<file path="src/sensor_channel_cfg.svh">
`ifndef SENSOR_CHANNEL_CFG_SVH
`define SENSOR_CHANNEL_CFG_SVH

// register map of the channel
`define SENS_BASE_ADDR           16'h0400  // channel register base
`define SENS_CTRL_RADDR          0         // mode register
`define SENS_SYNC_MULT_RADDR     2         // frames to combine minus 1
`define SENS_GAMMA_RADDR         'h39      // gamma table address/data

// mode register bits
`define SENS_MODE_EN_BIT         0         // channel enable
`define SENS_MODE_16BIT_BIT      1         // 1 - bypass gamma, 16 bit out

// gamma address/data word
`define SENS_GAMMA_ADDR_FLAG_BIT 20        // set - word loads table address

// widths
`define SENS_PXD_WIDTH           12        // sensor pixel
`define SENS_CMD_BYTES           6         // AL, AH, D0..D3
`define SENS_SYNC_MULT_WIDTH     8         // frame decimation count

`endif

</file>
<file path="src/sensor_cmd_pkg.sv">
`include "sensor_channel_cfg.svh"

package sensor_cmd_pkg;

    typedef logic [7:0]  cmd_byte_t;  // one byte of the serial command
    typedef logic [15:0] cmd_addr_t;  // register address, AL first
    typedef logic [31:0] cmd_data_t;  // register data, D0 in the low byte

    // command deserializer
    typedef enum logic {
        CMD_IDLE, // waiting for strobe
        CMD_RECV  // collecting remaining bytes
    } cmd_state_e;

    typedef logic [`SENS_SYNC_MULT_WIDTH-1:0] sync_mult_t; // frames minus 1

endpackage

</file>
<file path="src/sensor_pix_pkg.sv">
`include "sensor_channel_cfg.svh"

package sensor_pix_pkg;

    typedef logic [`SENS_PXD_WIDTH-1:0] pxd_t; // raw sensor pixel

    // gamma table
    typedef logic [7:0] gamma_idx_t;  // top bits of the pixel
    typedef logic [7:0] gamma_val_t;  // 8 bit output pixel

    // output word, two 8 bit pixels or one msb-aligned pixel
    typedef logic [15:0] dout_t;

endpackage

</file>
<file path="src/cmd_decoder.sv">
`timescale 1ns/1ps
`include "sensor_channel_cfg.svh"

module cmd_decoder (
    input  logic                       mclk,
    input  logic                       mrst,
    input  sensor_cmd_pkg::cmd_byte_t  cmd_ad_i,      // AL, AH, D0..D3
    input  logic                       cmd_stb_i,     // marks AL
    output logic                       en_o,          // channel enable
    output logic                       bit16_o,       // 16 bit bypass
    output logic                       mult_we_o,     // pulse with new mult
    output sensor_cmd_pkg::sync_mult_t mult_o,
    output logic                       gamma_we_o,    // gamma addr/data write
    output sensor_cmd_pkg::cmd_data_t  gamma_wdata_o
);
    localparam sensor_cmd_pkg::cmd_addr_t CTRL_ADDR =
        sensor_cmd_pkg::cmd_addr_t'(`SENS_BASE_ADDR + `SENS_CTRL_RADDR);
    localparam sensor_cmd_pkg::cmd_addr_t MULT_ADDR =
        sensor_cmd_pkg::cmd_addr_t'(`SENS_BASE_ADDR + `SENS_SYNC_MULT_RADDR);
    localparam sensor_cmd_pkg::cmd_addr_t GAMMA_ADDR =
        sensor_cmd_pkg::cmd_addr_t'(`SENS_BASE_ADDR + `SENS_GAMMA_RADDR);
    localparam logic [2:0] LAST_BYTE = 3'(`SENS_CMD_BYTES - 1);

    sensor_cmd_pkg::cmd_state_e state;
    logic [2:0]                 byte_cnt;  // index of the byte on the bus
    sensor_cmd_pkg::cmd_addr_t  addr;
    sensor_cmd_pkg::cmd_data_t  data;
    logic                       full;      // all bytes in, decode now
    logic                       ctrl_hit;
    logic                       mult_hit;
    logic                       gamma_hit;

    always_ff @(posedge mclk) begin
        if (mrst) begin
            state    <= sensor_cmd_pkg::CMD_IDLE;
            byte_cnt <= '0;
            full     <= 1'b0;
        end else begin
            full <= 1'b0;
            if (cmd_stb_i) begin                       // restart on any strobe
                state    <= sensor_cmd_pkg::CMD_RECV;
                byte_cnt <= 3'd1;
            end else if (state == sensor_cmd_pkg::CMD_RECV) begin
                byte_cnt <= byte_cnt + 3'd1;
                if (byte_cnt == LAST_BYTE) begin       // sixth byte on the bus
                    state <= sensor_cmd_pkg::CMD_IDLE;
                    full  <= 1'b1;
                end
            end
        end
    end

    // shift bytes in, low byte first
    always_ff @(posedge mclk) begin
        if (cmd_stb_i || (state == sensor_cmd_pkg::CMD_RECV && byte_cnt == 3'd1))
            addr <= {cmd_ad_i, addr[15:8]};            // AL then AH
        else if (state == sensor_cmd_pkg::CMD_RECV)
            data <= {cmd_ad_i, data[31:8]};            // D0 ends up in [7:0]
    end

    assign ctrl_hit  = full && (addr == CTRL_ADDR);
    assign mult_hit  = full && (addr == MULT_ADDR);
    assign gamma_hit = full && (addr == GAMMA_ADDR);

    always_ff @(posedge mclk) begin
        if (mrst) begin
            en_o       <= 1'b0;
            bit16_o    <= 1'b0;
            mult_o     <= '0;
            mult_we_o  <= 1'b0;
            gamma_we_o <= 1'b0;
        end else begin
            mult_we_o  <= mult_hit;                    // one pulse per command
            gamma_we_o <= gamma_hit;
            if (ctrl_hit) begin                        // mode register
                en_o    <= data[`SENS_MODE_EN_BIT];
                bit16_o <= data[`SENS_MODE_16BIT_BIT];
            end
            if (mult_hit)
                mult_o <= data[$bits(sensor_cmd_pkg::sync_mult_t)-1:0];
        end
    end

    assign gamma_wdata_o = data; // stable while gamma_we_o is high

endmodule

</file>
<file path="src/frame_sync.sv">
`timescale 1ns/1ps

module frame_sync (
    input  logic                       mclk,
    input  logic                       mrst,
    input  logic                       en_i,       // channel enable
    input  logic                       mult_we_i,  // mult just written
    input  sensor_cmd_pkg::sync_mult_t mult_i,     // frames to combine minus 1
    input  sensor_pix_pkg::pxd_t       pxd_i,
    input  logic                       hact_i,     // line active level
    input  logic                       sof_i,      // start of frame pulse
    input  logic                       eof_i,      // end of frame pulse
    output sensor_pix_pkg::pxd_t       pxd_o,
    output logic                       hact_o,
    output logic                       sof_o,      // decimated sof
    output logic                       eof_o,
    output logic                       sof_mclk_o  // same pulse as sof_o
);
    sensor_cmd_pkg::sync_mult_t frame_cnt; // frames since last passed sof
    logic                       sof_pass;

    assign sof_pass = sof_i && en_i && (frame_cnt == '0);

    always_ff @(posedge mclk) begin
        if (mrst || mult_we_i || !en_i)
            frame_cnt <= '0;                        // next sof goes through
        else if (sof_i)
            frame_cnt <= (frame_cnt == mult_i) ? '0 : frame_cnt + 1'b1;
    end

    always_ff @(posedge mclk) begin
        if (mrst) begin
            hact_o <= 1'b0;
            sof_o  <= 1'b0;
            eof_o  <= 1'b0;
        end else begin
            hact_o <= hact_i && en_i;               // gated by enable
            sof_o  <= sof_pass;
            eof_o  <= eof_i && en_i;                // every enabled frame
        end
    end

    always_ff @(posedge mclk) begin
        pxd_o <= pxd_i;                             // aligned with hact_o
    end

    assign sof_mclk_o = sof_o;

endmodule

</file>
<file path="src/gamma_lut.sv">
`timescale 1ns/1ps
`include "sensor_channel_cfg.svh"

module gamma_lut (
    input  logic                      mclk,
    input  logic                      mrst,
    input  logic                      we_i,      // address/data write
    input  sensor_cmd_pkg::cmd_data_t wdata_i,
    input  sensor_pix_pkg::pxd_t      pxd_i,
    input  logic                      hact_i,
    input  logic                      sof_i,
    input  logic                      eof_i,
    output sensor_pix_pkg::gamma_val_t g_pxd_o,  // table output
    output logic                      g_hact_o,
    output logic                      g_sof_o,
    output logic                      g_eof_o
);
    localparam int IDX_W = $bits(sensor_pix_pkg::gamma_idx_t);
    localparam int VAL_W = $bits(sensor_pix_pkg::gamma_val_t);

    sensor_pix_pkg::gamma_val_t table_mem [0:(1 << IDX_W)-1];
    sensor_pix_pkg::gamma_idx_t waddr;   // table write pointer
    sensor_pix_pkg::gamma_idx_t ridx;    // stage 1 read index
    logic                       hact_d;  // stage 1 strobes
    logic                       sof_d;
    logic                       eof_d;

    always_ff @(posedge mclk) begin
        if (mrst)
            waddr <= '0;
        else if (we_i) begin
            if (wdata_i[`SENS_GAMMA_ADDR_FLAG_BIT])
                waddr <= wdata_i[IDX_W-1:0];       // set table address
            else
                waddr <= waddr + 1'b1;             // auto increment on data
        end
    end

    always_ff @(posedge mclk) begin
        if (we_i && !wdata_i[`SENS_GAMMA_ADDR_FLAG_BIT])
            table_mem[waddr] <= wdata_i[VAL_W-1:0];
    end

    // two stage read, index then table
    always_ff @(posedge mclk) begin
        ridx    <= pxd_i[$bits(sensor_pix_pkg::pxd_t)-1 -: IDX_W]; // top 8 bits
        g_pxd_o <= table_mem[ridx];
    end

    always_ff @(posedge mclk) begin
        if (mrst) begin
            {hact_d, sof_d, eof_d}       <= '0;
            {g_hact_o, g_sof_o, g_eof_o} <= '0;
        end else begin
            {hact_d, sof_d, eof_d}       <= {hact_i, sof_i, eof_i};
            {g_hact_o, g_sof_o, g_eof_o} <= {hact_d, sof_d, eof_d}; // match read
        end
    end

endmodule

</file>
<file path="src/pixel_packer.sv">
`timescale 1ns/1ps

module pixel_packer (
    input  logic                       mclk,
    input  logic                       mrst,
    input  logic                       bit16_i,      // 1 - bypass path
    input  sensor_pix_pkg::pxd_t       pxd_i,        // bypass pixel
    input  logic                       hact_i,
    input  logic                       sof_i,
    input  logic                       eof_i,
    input  sensor_pix_pkg::gamma_val_t g_pxd_i,      // gamma pixel
    input  logic                       g_hact_i,
    input  logic                       g_sof_i,
    input  logic                       g_eof_i,
    output sensor_pix_pkg::dout_t      dout_o,
    output logic                       dout_valid_o,
    output logic                       sof_o,
    output logic                       eof_o
);
    localparam int PAD_W = $bits(sensor_pix_pkg::dout_t) - $bits(sensor_pix_pkg::pxd_t);

    logic                       phase;    // 1 - second pixel of a pair
    sensor_pix_pkg::gamma_val_t lo_byte;  // earlier pixel of the pair

    always_ff @(posedge mclk) begin
        if (mrst)
            phase <= 1'b0;
        else
            phase <= g_hact_i && !phase;          // clears between lines
    end

    always_ff @(posedge mclk) begin
        if (g_hact_i && !phase)
            lo_byte <= g_pxd_i;
    end

    always_ff @(posedge mclk) begin
        if (mrst) begin
            dout_o       <= '0;
            dout_valid_o <= 1'b0;
            sof_o        <= 1'b0;
            eof_o        <= 1'b0;
        end else begin
            dout_valid_o <= bit16_i ? hact_i : (g_hact_i && phase);
            sof_o        <= bit16_i ? sof_i : g_sof_i;  // follow the data path
            eof_o        <= bit16_i ? eof_i : g_eof_i;
            if (bit16_i && hact_i)
                dout_o <= {pxd_i, {PAD_W{1'b0}}};       // msb aligned
            else if (!bit16_i && g_hact_i && phase)
                dout_o <= {g_pxd_i, lo_byte};           // earlier pixel in lsb
        end
    end

endmodule

</file>
<file path="src/sensor_channel.sv">
`timescale 1ns/1ps

module sensor_channel (
    input  logic                      mclk,
    input  logic                      mrst,         // sync, active high
    input  sensor_cmd_pkg::cmd_byte_t cmd_ad_i,     // byte-serial command
    input  logic                      cmd_stb_i,    // with first byte
    input  sensor_pix_pkg::pxd_t      pxd_i,
    input  logic                      hact_i,       // line active level
    input  logic                      sof_i,        // frame start pulse
    input  logic                      eof_i,        // frame end pulse
    output sensor_pix_pkg::dout_t     dout_o,
    output logic                      dout_valid_o,
    output logic                      sof_o,        // aligned with dout_o
    output logic                      eof_o,
    output logic                      sof_mclk_o    // decimated sof, 1 cycle
);
    logic                       en;
    logic                       bit16;
    logic                       mult_we;
    sensor_cmd_pkg::sync_mult_t mult;
    logic                       gamma_we;
    sensor_cmd_pkg::cmd_data_t  gamma_wdata;

    // registered and gated pixel stream
    sensor_pix_pkg::pxd_t       pxd;
    logic                       hact;
    logic                       sof;
    logic                       eof;

    // gamma output stream
    sensor_pix_pkg::gamma_val_t g_pxd;
    logic                       g_hact;
    logic                       g_sof;
    logic                       g_eof;

    cmd_decoder u_cmd_decoder (
        .mclk(mclk), .mrst(mrst), .cmd_ad_i(cmd_ad_i), .cmd_stb_i(cmd_stb_i),
        .en_o(en), .bit16_o(bit16), .mult_we_o(mult_we), .mult_o(mult),
        .gamma_we_o(gamma_we), .gamma_wdata_o(gamma_wdata)
    );

    frame_sync u_frame_sync (
        .mclk(mclk), .mrst(mrst), .en_i(en), .mult_we_i(mult_we), .mult_i(mult),
        .pxd_i(pxd_i), .hact_i(hact_i), .sof_i(sof_i), .eof_i(eof_i),
        .pxd_o(pxd), .hact_o(hact), .sof_o(sof), .eof_o(eof), .sof_mclk_o(sof_mclk_o)
    );

    gamma_lut u_gamma_lut (
        .mclk(mclk), .mrst(mrst), .we_i(gamma_we), .wdata_i(gamma_wdata),
        .pxd_i(pxd), .hact_i(hact), .sof_i(sof), .eof_i(eof),
        .g_pxd_o(g_pxd), .g_hact_o(g_hact), .g_sof_o(g_sof), .g_eof_o(g_eof)
    );

    pixel_packer u_pixel_packer (
        .mclk(mclk), .mrst(mrst), .bit16_i(bit16),
        .pxd_i(pxd), .hact_i(hact), .sof_i(sof), .eof_i(eof),
        .g_pxd_i(g_pxd), .g_hact_i(g_hact), .g_sof_i(g_sof), .g_eof_i(g_eof),
        .dout_o(dout_o), .dout_valid_o(dout_valid_o), .sof_o(sof_o), .eof_o(eof_o)
    );

endmodule

</file>
<file path="config.mk">
export PLATFORM = sky130hd
export DESIGN_NAME = sensor_channel
export DESIGN_NICKNAME = d
export VERILOG_FILES = /design/src/sensor_cmd_pkg.sv /design/src/sensor_pix_pkg.sv /design/src/cmd_decoder.sv /design/src/frame_sync.sv /design/src/gamma_lut.sv /design/src/pixel_packer.sv /design/src/sensor_channel.sv
export VERILOG_INCLUDE_DIRS = /design/src /design/src/src
export SDC_FILE = /design/constraint.sdc
export NUM_CORES = 2
export LEC_CHECK = 0
export BUFFER_PORTS_ARGS = -buffer_cell sky130_fd_sc_hd__buf_2
export CAP_MARGIN = 20
export CORE_UTILIZATION = 55
export DETAILED_ROUTE_END_ITERATION = 16
export PLACE_DENSITY = 0.71
export SETUP_SLACK_MARGIN = 0.02
export SYNTH_ARGS = -nofsm -noshare
export SYNTH_HDL_FRONTEND = slang
export SYNTH_HIERARCHICAL = 1
export SYNTH_SLANG_ARGS = --single-unit
</file>
<file path="constraint.sdc">
create_clock -name mclk -period 7.2 [get_ports mclk]
set_input_delay 0.72 -clock mclk [delete_from_list [all_inputs] [get_ports mclk]]
set_output_delay 0.72 -clock mclk [all_outputs]
set_load 0.02 [all_outputs]
</file>
==> summary.txt <==
Outcome
  • Status: complete, no violations

Layout
  • Area taken by multi-input logic gates: 18,200 sq um
  • Fin cells: 6,455
  • Net count, final: 4,292
  • FF/Latch Area: 65,000 sq um
  • Most common cell after layout, fill and taps aside: edfxtp_1
  • Synth-to-Final Area Change: 10.3%
  • Share of cells above drive strength 1: 0.213
  • Diodes inserted: 0
  • Commonest cells after routing, fill and taps aside: 2,104 x edfxtp_1, 418 x mux4_2, 314 x nor2_1, 209 x clkbuf_16, 146 x a22oi_1
  • Fillcell total: 10,270

STA
  • Max Fclk: 235 MHz
  • RSZ-0062 raised after global routing: false
  • # setup viols final: 0
  • Fin Clk Skew: 0.0542 ns
  • Final period utilization: 0.591
  • Final Max Tran Viols: 0
  • Normalized max-slew margin: 0.225
  • Setup TNS: 0 ns
  • Final min period: 4.26 ns
  • Final Hold Fails: 0
  • Worst-margin pin slew: 1.16 ns

Power and ir drop
  • Worst vdd ir: 226 uV
  • P_leak: 0.0292 uW
  • Switch Pwr: 5300 uW
  • Share of power burned in registers: 0.547
  • Switching share of total power: 0.207
  • Internal power: 20,300 uW
  • Comb pwr share: 0.039
  • Pwr per Cell Area: 273 nW/um^2
  • Clk pwr share: 0.414

Floorplanning
  • Die height: 395 um
  • Starting Density: 0.557
  • Core area: 153,000 sq um
  • I/O pin count: 46
  • Die ar.: 156,000 sq um
  • Die extent in x: 395 um
  • # rows: 143

Synth
  • Sequential area share after synthesis: 0.765
  • Synth Warn #: 6
  • Synthesized instance count: 4,163
  • Synth cell types: 76
  • Synth Register Bits: 2,194
  • Synthesized net count: 4,197
  • Async set-reset flop share out of synthesis: 0
  • Ys flop type: edfxtp_1
  • Post-Syn Area: 85,000 sq um
  • EDFF count, synth: 2,104
  • Syn avg cell area: 20.4 sq um

Global routing
  • Antenna violations before repair: 4
  • Gr usage total: 0.251
  • GRT busiest layer: met2
  • GR Util met2: 0.386
  • Routing usage on met3: 0.0503
  • Total gr overflow: 0
  • Vias in the first global route: 41,241
  • Met1 usage: 0.366
  • Global-route wire length before repair: 284 mm
  • Pin count of the biggest net entering global routing: 221

Clocking
  • TritonCTS clock tree: built
  • Post-CTS setup buffers: 0
  • CTS Root Cell: clkbuf_16
  • Clock sink count: 2,194
  • Reg clk slew, reported paths: 0.06 ns
  • CTS max path bufs: 3
  • Skew-Pair Late Insertion Delay: 0.85 ns
  • CTS Buf Count: 207
  • H-Tree Depth: 4

Worst setup path
  • CP Capture Type: flip-flop
  • Startpoint Class: flip-flop
  • CP Data Arrival Time: 4.89 ns
  • Worst-path maximum fanout: 33
  • WS Path Type: reg2reg
  • CP Data Required Time: 7.84 ns
  • Number of cells on the worst reg-to-reg path: 7

Worst hold path
  • Hold path depth: 1
  • Worst hold path class: in2reg

Routing
  • Vias post-DR: 42,012
  • Drt first pass iters: 9
  • Drt via density: 6.51
  • Final ANT Viol Nets: 0
  • Routed length per instance: 30.3 um
  • WL final: 196 mm
  • Drt drc: 0
  • 1st-iter DRT viols: 5,132

Placement
  • GP Congestion: 0.822
  • I/O Buffers: 45
  • Final HPWL DP: 114 mm
  • DP Cell Count: 6,062

Run
  • Max Cap Viol: 0
[through the flow]
step	utilization	total power [uW]	cell area [sq um]	hold WS (ns)	setup slack, ns
floorplan	-	14900	85000	0.331	3.10
global placement	0.569	15200	86800	0.342	2.94
detailed placement	0.569	15200	86900	0.348	3.07
CTS	0.613	25700	93600	0.0316	3.04
global route	0.614	26200	93700	0.0641	2.89
finish	0.614	25600	93700	0.0895	2.94
[path summary, 6_finish.rpt]
path / start / endpoint / slack [ns]
max: u_gamma_lut/ridx[0]$_DFF_P_ / u_gamma_lut/g_pxd_o[4]$_DFF_P_ / 2.94
min: cmd_ad_i[3] / u_cmd_decoder/addr[11]$_DFFE_PP_ / 0.09
max reg2reg: u_gamma_lut/ridx[0]$_DFF_P_ / u_gamma_lut/g_pxd_o[4]$_DFF_P_ / 2.94
min reg2reg: u_frame_sync/pxd_o[9]$_DFF_P_ / u_gamma_lut/ridx[5]$_DFF_P_ / 0.35
[power groups by stage]
stage | Combinational, uW | Sequential, uW | Clock (uW)
3_5_place_dp | 985 | 14300 | 0
4_1_cts | 994 | 14000 | 10700
3_3_place_gp | 972 | 14200 | 0
6_report | 997 | 14000 | 10600
5_1_grt | 1050 | 14000 | 11200
2_1_floorplan | 638 | 14300 | 0
[sequential cells by signal (all words and copies together) (netlist names), 3 cells and up]
register,cells
u_gamma_lut/table_mem,2048
u_frame_sync/pxd_o,12
u_cmd_decoder/gamma_wdata_o,32
u_cmd_decoder/byte_cnt,3
u_pixel_packer/dout_o,16
u_gamma_lut/waddr,8
u_frame_sync/frame_cnt,8
u_gamma_lut/g_pxd_o,8
u_cmd_decoder/addr,16
u_pixel_packer/lo_byte,8
u_cmd_decoder/mult_o,8
u_gamma_lut/ridx,8
[final cells by class]
type | count | share of cell area
clock buffers | 267 | 0.0591
clock inverters | 109 | 0.0115
inverters | 12 | 0.000481
multi-input cells | 1692 | 0.194
flip-flops and latches | 2194 | 0.694
well taps | 2030 | 0.0271
repair buffers | 151 | 0.0138
[kinds of logic after synthesis]
| logic type | after synthesis | share of synthesized area |
|---|---|---|
| simple gates | 592 | 0.0326 |
| fa+ha+maj | 8 | 0.00118 |
| mux | 593 | 0.137 |
| flops | 2194 | 0.765 |
| xor+xnor | 17 | 0.00184 |
| compound gates | 482 | 0.0412 |
| buf+inv | 277 | 0.0216 |
[routing by layer]
| layer | wire, um | vias to the layer above |
|---|---|---|
| li1 | - | 17386 |
| met2 | 92400 | 2267 |
| met5 | 18 | - |
| met1 | 77900 | 22036 |
| met3 | 19500 | 321 |
| met4 | 5920 | 2 |
[worst max-delay path, cell delays in order, from the launching register on]
cell and delay (ns):
dfxtp_4 0.76, buf_4 0.69, buf_4 0.48, mux4_2 0.57, a22oi_1 0.20, a21oi_1 0.11, nor4_1 0.86, nor4_1 0.31
[timing repair]
action	in CTS	in global routing
endpoints found under the setup margin	0	0
hold buffers	12	0
resized for setup	0	0
endpoints found under the hold margin	12	0
[cells in the mapped netlist, drive strengths merged (8+ instances only)]
cell | instances | area, sq um
ha | 8 | 100
a211oi | 10 | 90.1
o221ai | 31 | 272
nand2b | 30 | 188
nor2 | 318 | 1200
nand3 | 41 | 210
a221oi | 40 | 407
nand4 | 10 | 62.6
dfxtp | 90 | 1800
nor3 | 13 | 81.3
inv | 12 | 45.0
a22o | 21 | 184
mux2 | 24 | 270
a21oi | 137 | 704
o21ai | 33 | 165
clkbuf | 116 | 437
nand2 | 75 | 282
or2 | 14 | 87.6
o311a | 11 | 110
nor4 | 25 | 181
edfxtp | 2104 | 63200
mux2i | 124 | 1240
mux4 | 445 | 10100
nand3b | 15 | 125
a22oi | 155 | 1210
buf | 149 | 1350
xnor2 | 12 | 113
nor2b | 22 | 138
(Power assumes the default switching activity.)
